### src/common/wb_bridge_settings.svh
/*
 * bridge width settings
 *  - physical byte address width
 *  - Wishbone data bus width
 *  - largest block command in bytes
 */

`ifndef WB_BRIDGE_SETTINGS_SVH
`define WB_BRIDGE_SETTINGS_SVH

// byte address of a memory command
`define WB_ADDR_WIDTH 32

// one data beat on the stream and on the bus
`define WB_DATA_WIDTH 64

// a cache block, the largest command size
`define WB_BLOCK_BYTES 64

`endif

### src/common/wb_bridge_pkg.sv
/*
 * shared bridge types
 *  - derived widths of the bus and the block
 *  - address, data, byte-select and beat-counter vectors
 *  - message type and size enums, command header struct
 */

`include "wb_bridge_settings.svh"

package wb_bridge_pkg;

  localparam int addr_width  = `WB_ADDR_WIDTH;
  localparam int data_width  = `WB_DATA_WIDTH;
  localparam int bus_bytes   = data_width / 8;
  // byte offset bits inside one bus word
  localparam int word_offset = $clog2(bus_bytes);
  localparam int max_beats   = `WB_BLOCK_BYTES / bus_bytes;

  typedef logic [addr_width-1:0]             paddr_t;
  typedef logic [data_width-1:0]             bus_data_t;
  typedef logic [bus_bytes-1:0]              byte_sel_t;
  typedef logic [addr_width-word_offset-1:0] wb_addr_t;
  typedef logic [$clog2(max_beats)-1:0]      beat_cnt_t;

  // uncached messages only
  typedef enum logic [1:0] {
    uc_rd = 2'b00,
    uc_wr = 2'b01
  } msg_type_e;

  // byte count is 2**code
  typedef enum logic [2:0] {
    size_1  = 3'd0,
    size_2  = 3'd1,
    size_4  = 3'd2,
    size_8  = 3'd3,
    size_16 = 3'd4,
    size_32 = 3'd5,
    size_64 = 3'd6
  } msg_size_e;

  typedef struct packed {
    msg_type_e msg_type;
    msg_size_e size;
    paddr_t    addr;
  } mem_header_t;

endpackage

### src/common/mem_beat_if.sv
/*
 * single beat channel between the bridge blocks
 *  - command header, beat address and beat data
 *  - valid/ready handshake with last marker
 *  - pump modport drives the beat, fsm modport consumes it
 */

`timescale 1ns/1ps

interface mem_beat_if;
  import wb_bridge_pkg::*;

  mem_header_t header;
  paddr_t      addr;
  bus_data_t   data;
  logic        valid;
  logic        ready;
  logic        last;

  // producer side
  modport pump (
    output header, addr, data, valid, last,
    input  ready
  );

  // consumer side
  modport fsm (
    input  header, addr, data, valid, last,
    output ready
  );

endinterface

### src/rtl/bridge/cmd_stream_pump.sv
/*
 * command stream pump
 *  - latches the header on the first beat of a command
 *  - forms beat addresses from the base address and a beat counter
 *  - passes write beats through, expands a read into its bus words
 */

`timescale 1ns/1ps

module cmd_stream_pump (
  input  logic                       clk_i,
  input  logic                       rst_n_i,
  input  wb_bridge_pkg::mem_header_t mem_cmd_header_i,
  input  wb_bridge_pkg::bus_data_t   mem_cmd_data_i,
  input  logic                       mem_cmd_v_i,
  input  logic                       mem_cmd_last_i,
  output logic                       mem_cmd_ready_o,
  mem_beat_if.pump                   cmd_beat_o
);
  import wb_bridge_pkg::*;

  mem_header_t            hdr_r;
  beat_cnt_t              cnt_r;
  logic                   active_r;

  mem_header_t            cur_hdr;
  beat_cnt_t              cur_cnt;
  beat_cnt_t              last_cnt;
  logic                   gen_rd;
  logic                   beat_fire;
  logic [word_offset-1:0] align_mask;

  // first beat comes straight from the stream
  assign cur_hdr = active_r ? hdr_r : mem_cmd_header_i;
  assign cur_cnt = active_r ? cnt_r : '0;

  // remaining read beats are made here, not taken from the stream
  assign gen_rd = active_r && (hdr_r.msg_type == uc_rd);

  // index of the final bus word of the command
  always_comb begin
    case (cur_hdr.size)
      size_16: last_cnt = beat_cnt_t'(1);
      size_32: last_cnt = beat_cnt_t'(3);
      size_64: last_cnt = beat_cnt_t'(7);
      default: last_cnt = '0;
    endcase
  end

  assign cmd_beat_o.header = cur_hdr;
  assign cmd_beat_o.addr   = cur_hdr.addr + paddr_t'({cur_cnt, {word_offset{1'b0}}});
  assign cmd_beat_o.data   = gen_rd ? '0 : mem_cmd_data_i;
  assign cmd_beat_o.valid  = gen_rd | mem_cmd_v_i;
  assign cmd_beat_o.last   = (cur_hdr.msg_type == uc_rd) ? (cur_cnt == last_cnt)
                                                         : mem_cmd_last_i;

  assign mem_cmd_ready_o = cmd_beat_o.ready & ~gen_rd;
  assign beat_fire       = cmd_beat_o.valid & cmd_beat_o.ready;

  always_ff @(posedge clk_i) begin
    if (!rst_n_i) begin
      active_r <= 1'b0;
      cnt_r    <= '0;
    end else if (beat_fire) begin
      if (cmd_beat_o.last) begin
        active_r <= 1'b0;
        cnt_r    <= '0;
      end else begin
        active_r <= 1'b1;
        cnt_r    <= beat_cnt_t'(cur_cnt + 1'b1);
      end
    end
  end

  always_ff @(posedge clk_i) begin
    if (beat_fire && !active_r) begin
      hdr_r <= mem_cmd_header_i;
    end
  end

  // required alignment, capped at one bus word
  always_comb begin
    case (mem_cmd_header_i.size)
      size_1:  align_mask = '0;
      size_2:  align_mask = {{(word_offset-1){1'b0}}, 1'b1};
      size_4:  align_mask = {{(word_offset-2){1'b0}}, 2'b11};
      default: align_mask = '1;
    endcase
  end

  hdr_aligned_a: assert property (@(posedge clk_i) disable iff (!rst_n_i)
    (mem_cmd_v_i && mem_cmd_ready_o && !active_r) |->
      ((mem_cmd_header_i.addr[word_offset-1:0] & align_mask) == '0))
    else $error("command address not aligned to its size");

  msg_type_a: assert property (@(posedge clk_i) disable iff (!rst_n_i)
    (mem_cmd_v_i && !active_r) |-> (mem_cmd_header_i.msg_type inside {uc_rd, uc_wr}))
    else $error("command message type is not uncached");

endmodule

### src/rtl/bridge/wb_master_fsm.sv
/*
 * Wishbone master cycle FSM
 *  - registered cyc/stb, one single transfer per command beat
 *  - byte selects, write enable and word address from the beat
 *  - forwards each ack with the read data to the response side
 */

`timescale 1ns/1ps

module wb_master_fsm (
  input  logic                     clk_i,
  input  logic                     rst_n_i,
  mem_beat_if.fsm                  cmd_beat_i,
  mem_beat_if.pump                 resp_beat_o,
  output wb_bridge_pkg::wb_addr_t  adr_o,
  output wb_bridge_pkg::bus_data_t dat_o,
  output wb_bridge_pkg::byte_sel_t sel_o,
  output logic                     we_o,
  output logic                     cyc_o,
  output logic                     stb_o,
  input  wb_bridge_pkg::bus_data_t dat_i,
  input  logic                     ack_i
);
  import wb_bridge_pkg::*;

  typedef enum logic [1:0] {
    st_reset    = 2'b00,
    st_wait_cmd = 2'b01,
    st_wait_ack = 2'b10
  } state_e;

  state_e state_r;
  state_e state_n;
  logic   cyc_n;
  logic   stb_n;
  logic   bus_ack;

  // bus fields follow the pending beat, which holds until ack
  assign adr_o = cmd_beat_i.addr[addr_width-1:word_offset];
  assign dat_o = cmd_beat_i.data;
  assign we_o  = (cmd_beat_i.header.msg_type == uc_wr);

  always_comb begin
    case (cmd_beat_i.header.size)
      size_1:  sel_o = byte_sel_t'(8'h01);
      size_2:  sel_o = byte_sel_t'(8'h03);
      size_4:  sel_o = byte_sel_t'(8'h0f);
      // full word for 8 bytes and every block beat
      default: sel_o = '1;
    endcase
  end

  assign bus_ack = ack_i & cyc_o;

  assign cmd_beat_i.ready   = bus_ack;
  assign resp_beat_o.valid  = bus_ack;
  assign resp_beat_o.header = cmd_beat_i.header;
  assign resp_beat_o.addr   = cmd_beat_i.addr;
  assign resp_beat_o.data   = dat_i;
  assign resp_beat_o.last   = cmd_beat_i.last;

  always_comb begin
    state_n = state_r;
    cyc_n   = 1'b0;
    stb_n   = 1'b0;
    case (state_r)
      st_reset: begin
        state_n = st_wait_cmd;
      end
      // start only when the response buffer has room
      st_wait_cmd: begin
        if (cmd_beat_i.valid && resp_beat_o.ready) begin
          cyc_n   = 1'b1;
          stb_n   = 1'b1;
          state_n = st_wait_ack;
        end
      end
      st_wait_ack: begin
        cyc_n = ~ack_i;
        stb_n = ~ack_i;
        if (ack_i) begin
          state_n = st_wait_cmd;
        end
      end
      default: begin
        state_n = st_reset;
      end
    endcase
  end

  always_ff @(posedge clk_i) begin
    if (!rst_n_i) begin
      state_r <= st_reset;
      cyc_o   <= 1'b0;
      stb_o   <= 1'b0;
    end else begin
      state_r <= state_n;
      cyc_o   <= cyc_n;
      stb_o   <= stb_n;
    end
  end

  stb_in_cyc_a: assert property (@(posedge clk_i) disable iff (!rst_n_i)
    stb_o |-> (cyc_o && cmd_beat_i.valid))
    else $error("stb high outside a bus cycle or without a pending beat");

  ack_in_cyc_a: assert property (@(posedge clk_i) disable iff (!rst_n_i)
    ack_i |-> cyc_o)
    else $error("slave ack without an open cycle");

endmodule

### src/rtl/bridge/resp_stream_pump.sv
/*
 * response stream pump
 *  - one-entry buffer between bus acks and the response stream
 *  - replicates sub-word read data across all byte lanes
 *  - folds the acks of a write into a single zero-data response
 */

`timescale 1ns/1ps

module resp_stream_pump (
  input  logic                       clk_i,
  input  logic                       rst_n_i,
  mem_beat_if.fsm                    resp_beat_i,
  output wb_bridge_pkg::mem_header_t mem_resp_header_o,
  output wb_bridge_pkg::bus_data_t   mem_resp_data_o,
  output logic                       mem_resp_v_o,
  output logic                       mem_resp_last_o,
  input  logic                       mem_resp_ready_i
);
  import wb_bridge_pkg::*;

  logic        full_r;
  mem_header_t hdr_r;
  bus_data_t   data_r;
  logic        last_r;

  bus_data_t   rd_data;
  logic        is_wr;
  logic        capture;
  logic        pop;

  assign is_wr = (resp_beat_i.header.msg_type == uc_wr);

  // empty buffer lets the FSM open the next cycle
  assign resp_beat_i.ready = ~full_r;

  // only the final write ack becomes a response
  assign capture = resp_beat_i.valid && !full_r && (!is_wr || resp_beat_i.last);
  assign pop     = full_r && mem_resp_ready_i;

  // copy the low 2**size bytes into every lane
  always_comb begin
    case (resp_beat_i.header.size)
      size_1:  rd_data = {bus_bytes{resp_beat_i.data[7:0]}};
      size_2:  rd_data = {(bus_bytes/2){resp_beat_i.data[15:0]}};
      size_4:  rd_data = {(bus_bytes/4){resp_beat_i.data[31:0]}};
      default: rd_data = resp_beat_i.data;
    endcase
  end

  always_ff @(posedge clk_i) begin
    if (!rst_n_i) begin
      full_r <= 1'b0;
    end else if (capture) begin
      full_r <= 1'b1;
    end else if (pop) begin
      full_r <= 1'b0;
    end
  end

  always_ff @(posedge clk_i) begin
    if (capture) begin
      hdr_r  <= resp_beat_i.header;
      data_r <= is_wr ? '0 : rd_data;
      last_r <= resp_beat_i.last;
    end
  end

  assign mem_resp_v_o      = full_r;
  assign mem_resp_header_o = hdr_r;
  assign mem_resp_data_o   = data_r;
  assign mem_resp_last_o   = last_r;

  resp_hold_a: assert property (@(posedge clk_i) disable iff (!rst_n_i)
    (mem_resp_v_o && !mem_resp_ready_i) |=>
      (mem_resp_v_o && $stable(mem_resp_header_o) && $stable(mem_resp_data_o)
       && $stable(mem_resp_last_o)))
    else $error("response changed before it was accepted");

endmodule

### src/rtl/mem_wb_bridge.sv
/*
 * memory command stream to Wishbone B4 master bridge
 *  - command pump, bus FSM and response pump
 *  - beat interfaces between the three blocks
 */

`timescale 1ns/1ps

module mem_wb_bridge (
  input  logic                       clk_i,
  input  logic                       rst_n_i,

  // command stream
  input  wb_bridge_pkg::mem_header_t mem_cmd_header_i,
  input  wb_bridge_pkg::bus_data_t   mem_cmd_data_i,
  input  logic                       mem_cmd_v_i,
  input  logic                       mem_cmd_last_i,
  output logic                       mem_cmd_ready_o,

  // response stream
  output wb_bridge_pkg::mem_header_t mem_resp_header_o,
  output wb_bridge_pkg::bus_data_t   mem_resp_data_o,
  output logic                       mem_resp_v_o,
  output logic                       mem_resp_last_o,
  input  logic                       mem_resp_ready_i,

  // Wishbone master
  output wb_bridge_pkg::wb_addr_t    adr_o,
  output wb_bridge_pkg::bus_data_t   dat_o,
  output wb_bridge_pkg::byte_sel_t   sel_o,
  output logic                       we_o,
  output logic                       cyc_o,
  output logic                       stb_o,
  input  wb_bridge_pkg::bus_data_t   dat_i,
  input  logic                       ack_i
);

  mem_beat_if cmd_beat ();
  mem_beat_if resp_beat ();

  cmd_stream_pump cmd_pump (
    .clk_i            (clk_i),
    .rst_n_i          (rst_n_i),
    .mem_cmd_header_i (mem_cmd_header_i),
    .mem_cmd_data_i   (mem_cmd_data_i),
    .mem_cmd_v_i      (mem_cmd_v_i),
    .mem_cmd_last_i   (mem_cmd_last_i),
    .mem_cmd_ready_o  (mem_cmd_ready_o),
    .cmd_beat_o       (cmd_beat.pump)
  );

  wb_master_fsm wb_fsm (
    .clk_i       (clk_i),
    .rst_n_i     (rst_n_i),
    .cmd_beat_i  (cmd_beat.fsm),
    .resp_beat_o (resp_beat.pump),
    .adr_o       (adr_o),
    .dat_o       (dat_o),
    .sel_o       (sel_o),
    .we_o        (we_o),
    .cyc_o       (cyc_o),
    .stb_o       (stb_o),
    .dat_i       (dat_i),
    .ack_i       (ack_i)
  );

  resp_stream_pump resp_pump (
    .clk_i             (clk_i),
    .rst_n_i           (rst_n_i),
    .resp_beat_i       (resp_beat.fsm),
    .mem_resp_header_o (mem_resp_header_o),
    .mem_resp_data_o   (mem_resp_data_o),
    .mem_resp_v_o      (mem_resp_v_o),
    .mem_resp_last_o   (mem_resp_last_o),
    .mem_resp_ready_i  (mem_resp_ready_i)
  );

endmodule

### config.mk
export PLATFORM = sky130hd
export DESIGN_NAME = mem_wb_bridge
export DESIGN_NICKNAME = d
export VERILOG_FILES = /design/src/common/wb_bridge_pkg.sv /design/src/common/mem_beat_if.sv /design/src/rtl/bridge/cmd_stream_pump.sv /design/src/rtl/bridge/wb_master_fsm.sv /design/src/rtl/bridge/resp_stream_pump.sv /design/src/rtl/mem_wb_bridge.sv
export VERILOG_INCLUDE_DIRS = /design/src /design/src/common
export SDC_FILE = /design/constraint.sdc
export NUM_CORES = 1
export LEC_CHECK = 0
export BUFFER_PORTS_ARGS = -buffer_cell sky130_fd_sc_hd__buf_4
export CORE_AREA = 2 2 158 221
export DETAILED_ROUTE_END_ITERATION = 10
export DIE_AREA = 0 0 160 223
export GPL_TIMING_DRIVEN = 0
export PLACE_DENSITY = 0.6
export SYNTH_ARGS = -nofsm -noshare
export SYNTH_HDL_FRONTEND = slang
export SYNTH_HIERARCHICAL = 1
export SYNTH_SLANG_ARGS = --single-unit
### constraint.sdc
create_clock -name clk_i -period 5.8 [get_ports clk_i]
set_clock_uncertainty 0.05 [all_clocks]
set_input_delay 0.29 -clock clk_i [delete_from_list [all_inputs] [get_ports clk_i]]
set_output_delay 0.29 -clock clk_i [all_outputs]
set_load 0.1 [all_outputs]
==> flow_summary.json <==
{
  "endpoint_kind": "primary output",
  "netlist_instances": 878,
  "worst_slew_pin_slew_ns": 0.775,
  "antenna_left": 0,
  "fin_nets": 1430,
  "grt_pass1_vias": 7831,
  "path_class": "flip-flop to primary output",
  "dp_slack_ns": 1.48,
  "p_per_area_mw_per_mm2": 252,
  "grt_overflow": 0,
  "ios": 379,
  "p_leak_uw": 0.00564,
  "grt_pass1_wl_mm": 45.8,
  "cts_setup_buffers": 0,
  "max-vdd-ir-drop_uv": 150,
  "die-height_um": 223,
  "drc_errors": 0,
  "met2_length_mm": 17.0,
  "fp-row-count": 80,
  "routedWlPerCell_um": 18.1,
  "wl_met1_mm": 10.9,
  "cts_tree": "built",
  "insertion_delay_ns": 0.44,
  "synth_nets": 1059,
  "status": "finished, final reports clean",
  "critPathMaxFanout": 10,
  "core-area_sq_mm": 0.0338,
  "cp.arrival_ns": 4.40,
  "drive_above_1_share": 0.500,
  "cts.sinks": 147,
  "maxSlewHeadroom": 0.481,
  "area_growth_pct": 41.5,
  "start_util": 0.278,
  "cp_data_required_time_ns": 5.46,
  "antenna_cells": 0,
  "die_area_sq_mm": 0.0357,
  "finalCritPeriodShare": 0.818,
  "final_util": 0.393,
  "setup_viol": 0,
  "nFillCells": 3378,
  "gp_congestion": 0.835,
  "slew_viol_final": 0,
  "ys_warn_count": 6,
  "period_needed_ns": 4.74,
  "grt_max_degree": 62,
  "crit_path_top_delay_cell": "dfxtp_1",
  "hold_violations": 0,
  "drt-pass1-iter-count": 7,
  "cap_violations": 0,
  "antenna_found_initial": 0,
  "h-tree-depth": 4,
  "slowest_delay_ns": 0.42,
  "wl_met3_mm": 2.16,
  "syn_avg_cell_area_sq_um": 10.7,
  "crit_chain": "buf_6 -> buf_4 -> buf_2 -> buf_2 -> mux2_2 -> ha_1 -> nand3_1 -> a221oi_2 -> and2_1 -> buf_2 -> nand3_1 -> xnor2_1 -> buf_4 -> buf_4",
  "detail_route.vias_per_cell": 4.52,
  "fin_ws_ns": 1.06,
  "grtUsageTotal": 0.171,
  "synthesis.area_sq_mm": 0.00940,
  "port_buffers": 313,
  "cts_buffer_depth": 2,
  "hpwl_mm": 24.2,
  "cts-root-buf": "clkbuf_16",
  "drt-total-wl_mm": 30.9,
  "die_w_um": 160,
  "hp-class": "primary input to flip-flop",
  "vias": 7737,
  "cp-start-kind": "flip-flop",
  "fmax_mhz": 211,
  "path_clk_slew_ns": 0.07,
  "rsz0062_at_grt": "no",
  "path_buf_inv": 7,
  "cp_top_family": "buffers and inverters",
  "cts_buffers": 17,
  "routed.top_layer": "met4",
  "drt_iter0_markers": 309
}
==> stage by stage <==
stage	hold slack (ns)	cells	area [sq um]	total power (uW)	TNS, ns
after floorplan	0.339	878	9400	2040	0
after global placement	0.418	1642	12300	2290	-57.39
after detailed placement	0.431	1644	12400	2290	0
after CTS	0.0717	1712	13300	3400	0
after global routing	0.0816	1712	13300	3490	0
final	0.104	1712	13300	3350	0
==> repair_timing <==
| action | CTS | global route |
|---|---|---|
| resized for setup | 0 | 0 |
| hold buffers | 37 | 0 |
| hold endpoints to repair | 37 | 0 |
==> registers in the layout (all words and copies together) (netlist names) <==
register	cells
resp_pump/mem_resp_last_o	1
cmd_pump/active_r	1
resp_pump/mem_resp_data_o	64
wb_fsm/stb_o	1
cmd_pump/cnt_r	3
cmd_pump/hdr_r	37
resp_pump/mem_resp_v_o	1
resp_pump/mem_resp_header_o	37
wb_fsm/state_r	2
==> cell type report <==
class                           count  area (sq um)  share of cell area
Buffer                            244          1770               0.133
Sequential cell                   147          4330               0.326
Timing Repair Buffer              352          2770               0.208
Tap cell                          451           564              0.0424
Clock inverter                     13           128             0.00959
Inverter                           19          71.3             0.00536
Multi-Input combinational cell    468          3240               0.244
Clock buffer                       18           429              0.0323
==> cell usage in the layout (no fill, tap or decap), types with 9 or more instances in the layout <==
master         instances
edfxtp_1             139
and2_1                13
o21ai_0               22
mux2i_1               26
buf_2                 16
a21oi_1               50
o22ai_1               18
nand2_1               69
ha_1                   9
a211oi_1               9
mux2_2                28
nor2b_1               68
clkbuf_1              14
nor2_1                17
nand3_1               17
buf_4                522
xnor2_1               20
nor3_1                10
clkbuf_16             17
dlygate4sd3_1         37
inv_1                 18
==> worst reg2reg max path, stage by stage, from the launching register on <==
cell and delay [ns]:
dfxtp_1 0.42, buf_6 0.20, buf_4 0.20, buf_2 0.33, buf_2 0.36, mux2_2 0.39, buf_4 0.14, nand2b_1 0.29
o211a_4 0.71, buf_16 0.35
==> path summary, 6_finish.rpt <==
path | endpoint | from | cells after the start | slack, ns
worst max register to register | resp_pump/mem_resp_data_o[31] | cmd_pump/active_r | 9 | 1.95
worst max-delay path | adr_o[25] | cmd_pump/active_r | 14 | 1.06
worst min-delay path | resp_pump/mem_resp_v_o | rst_n_i | 2 | 0.10
worst min register to register | cmd_pump/cnt_r[2] | cmd_pump/cnt_r[2] | 1 | 0.45
==> per-layer routing <==
| metal | GRT usage | up-vias |
|---|---|---|
| met1 | 0.175 | 3663 |
| met4 | 0.0721 | 0 |
| met2 | 0.328 | 370 |
| met5 | 0 | - |
| li1 | - | 3659 |
| met3 | 0.0407 | 45 |
==> report_power, final <==
part	internal [uW]	leakage, uW	total (uW)	switching, uW
logic	337	0.00405	1060	720
clock network	595	0.000269	1060	468
registers	1210	0.00132	1230	17.3
total	2150	0.00564	3350	1210
Power figures use the tool's default switching activity.
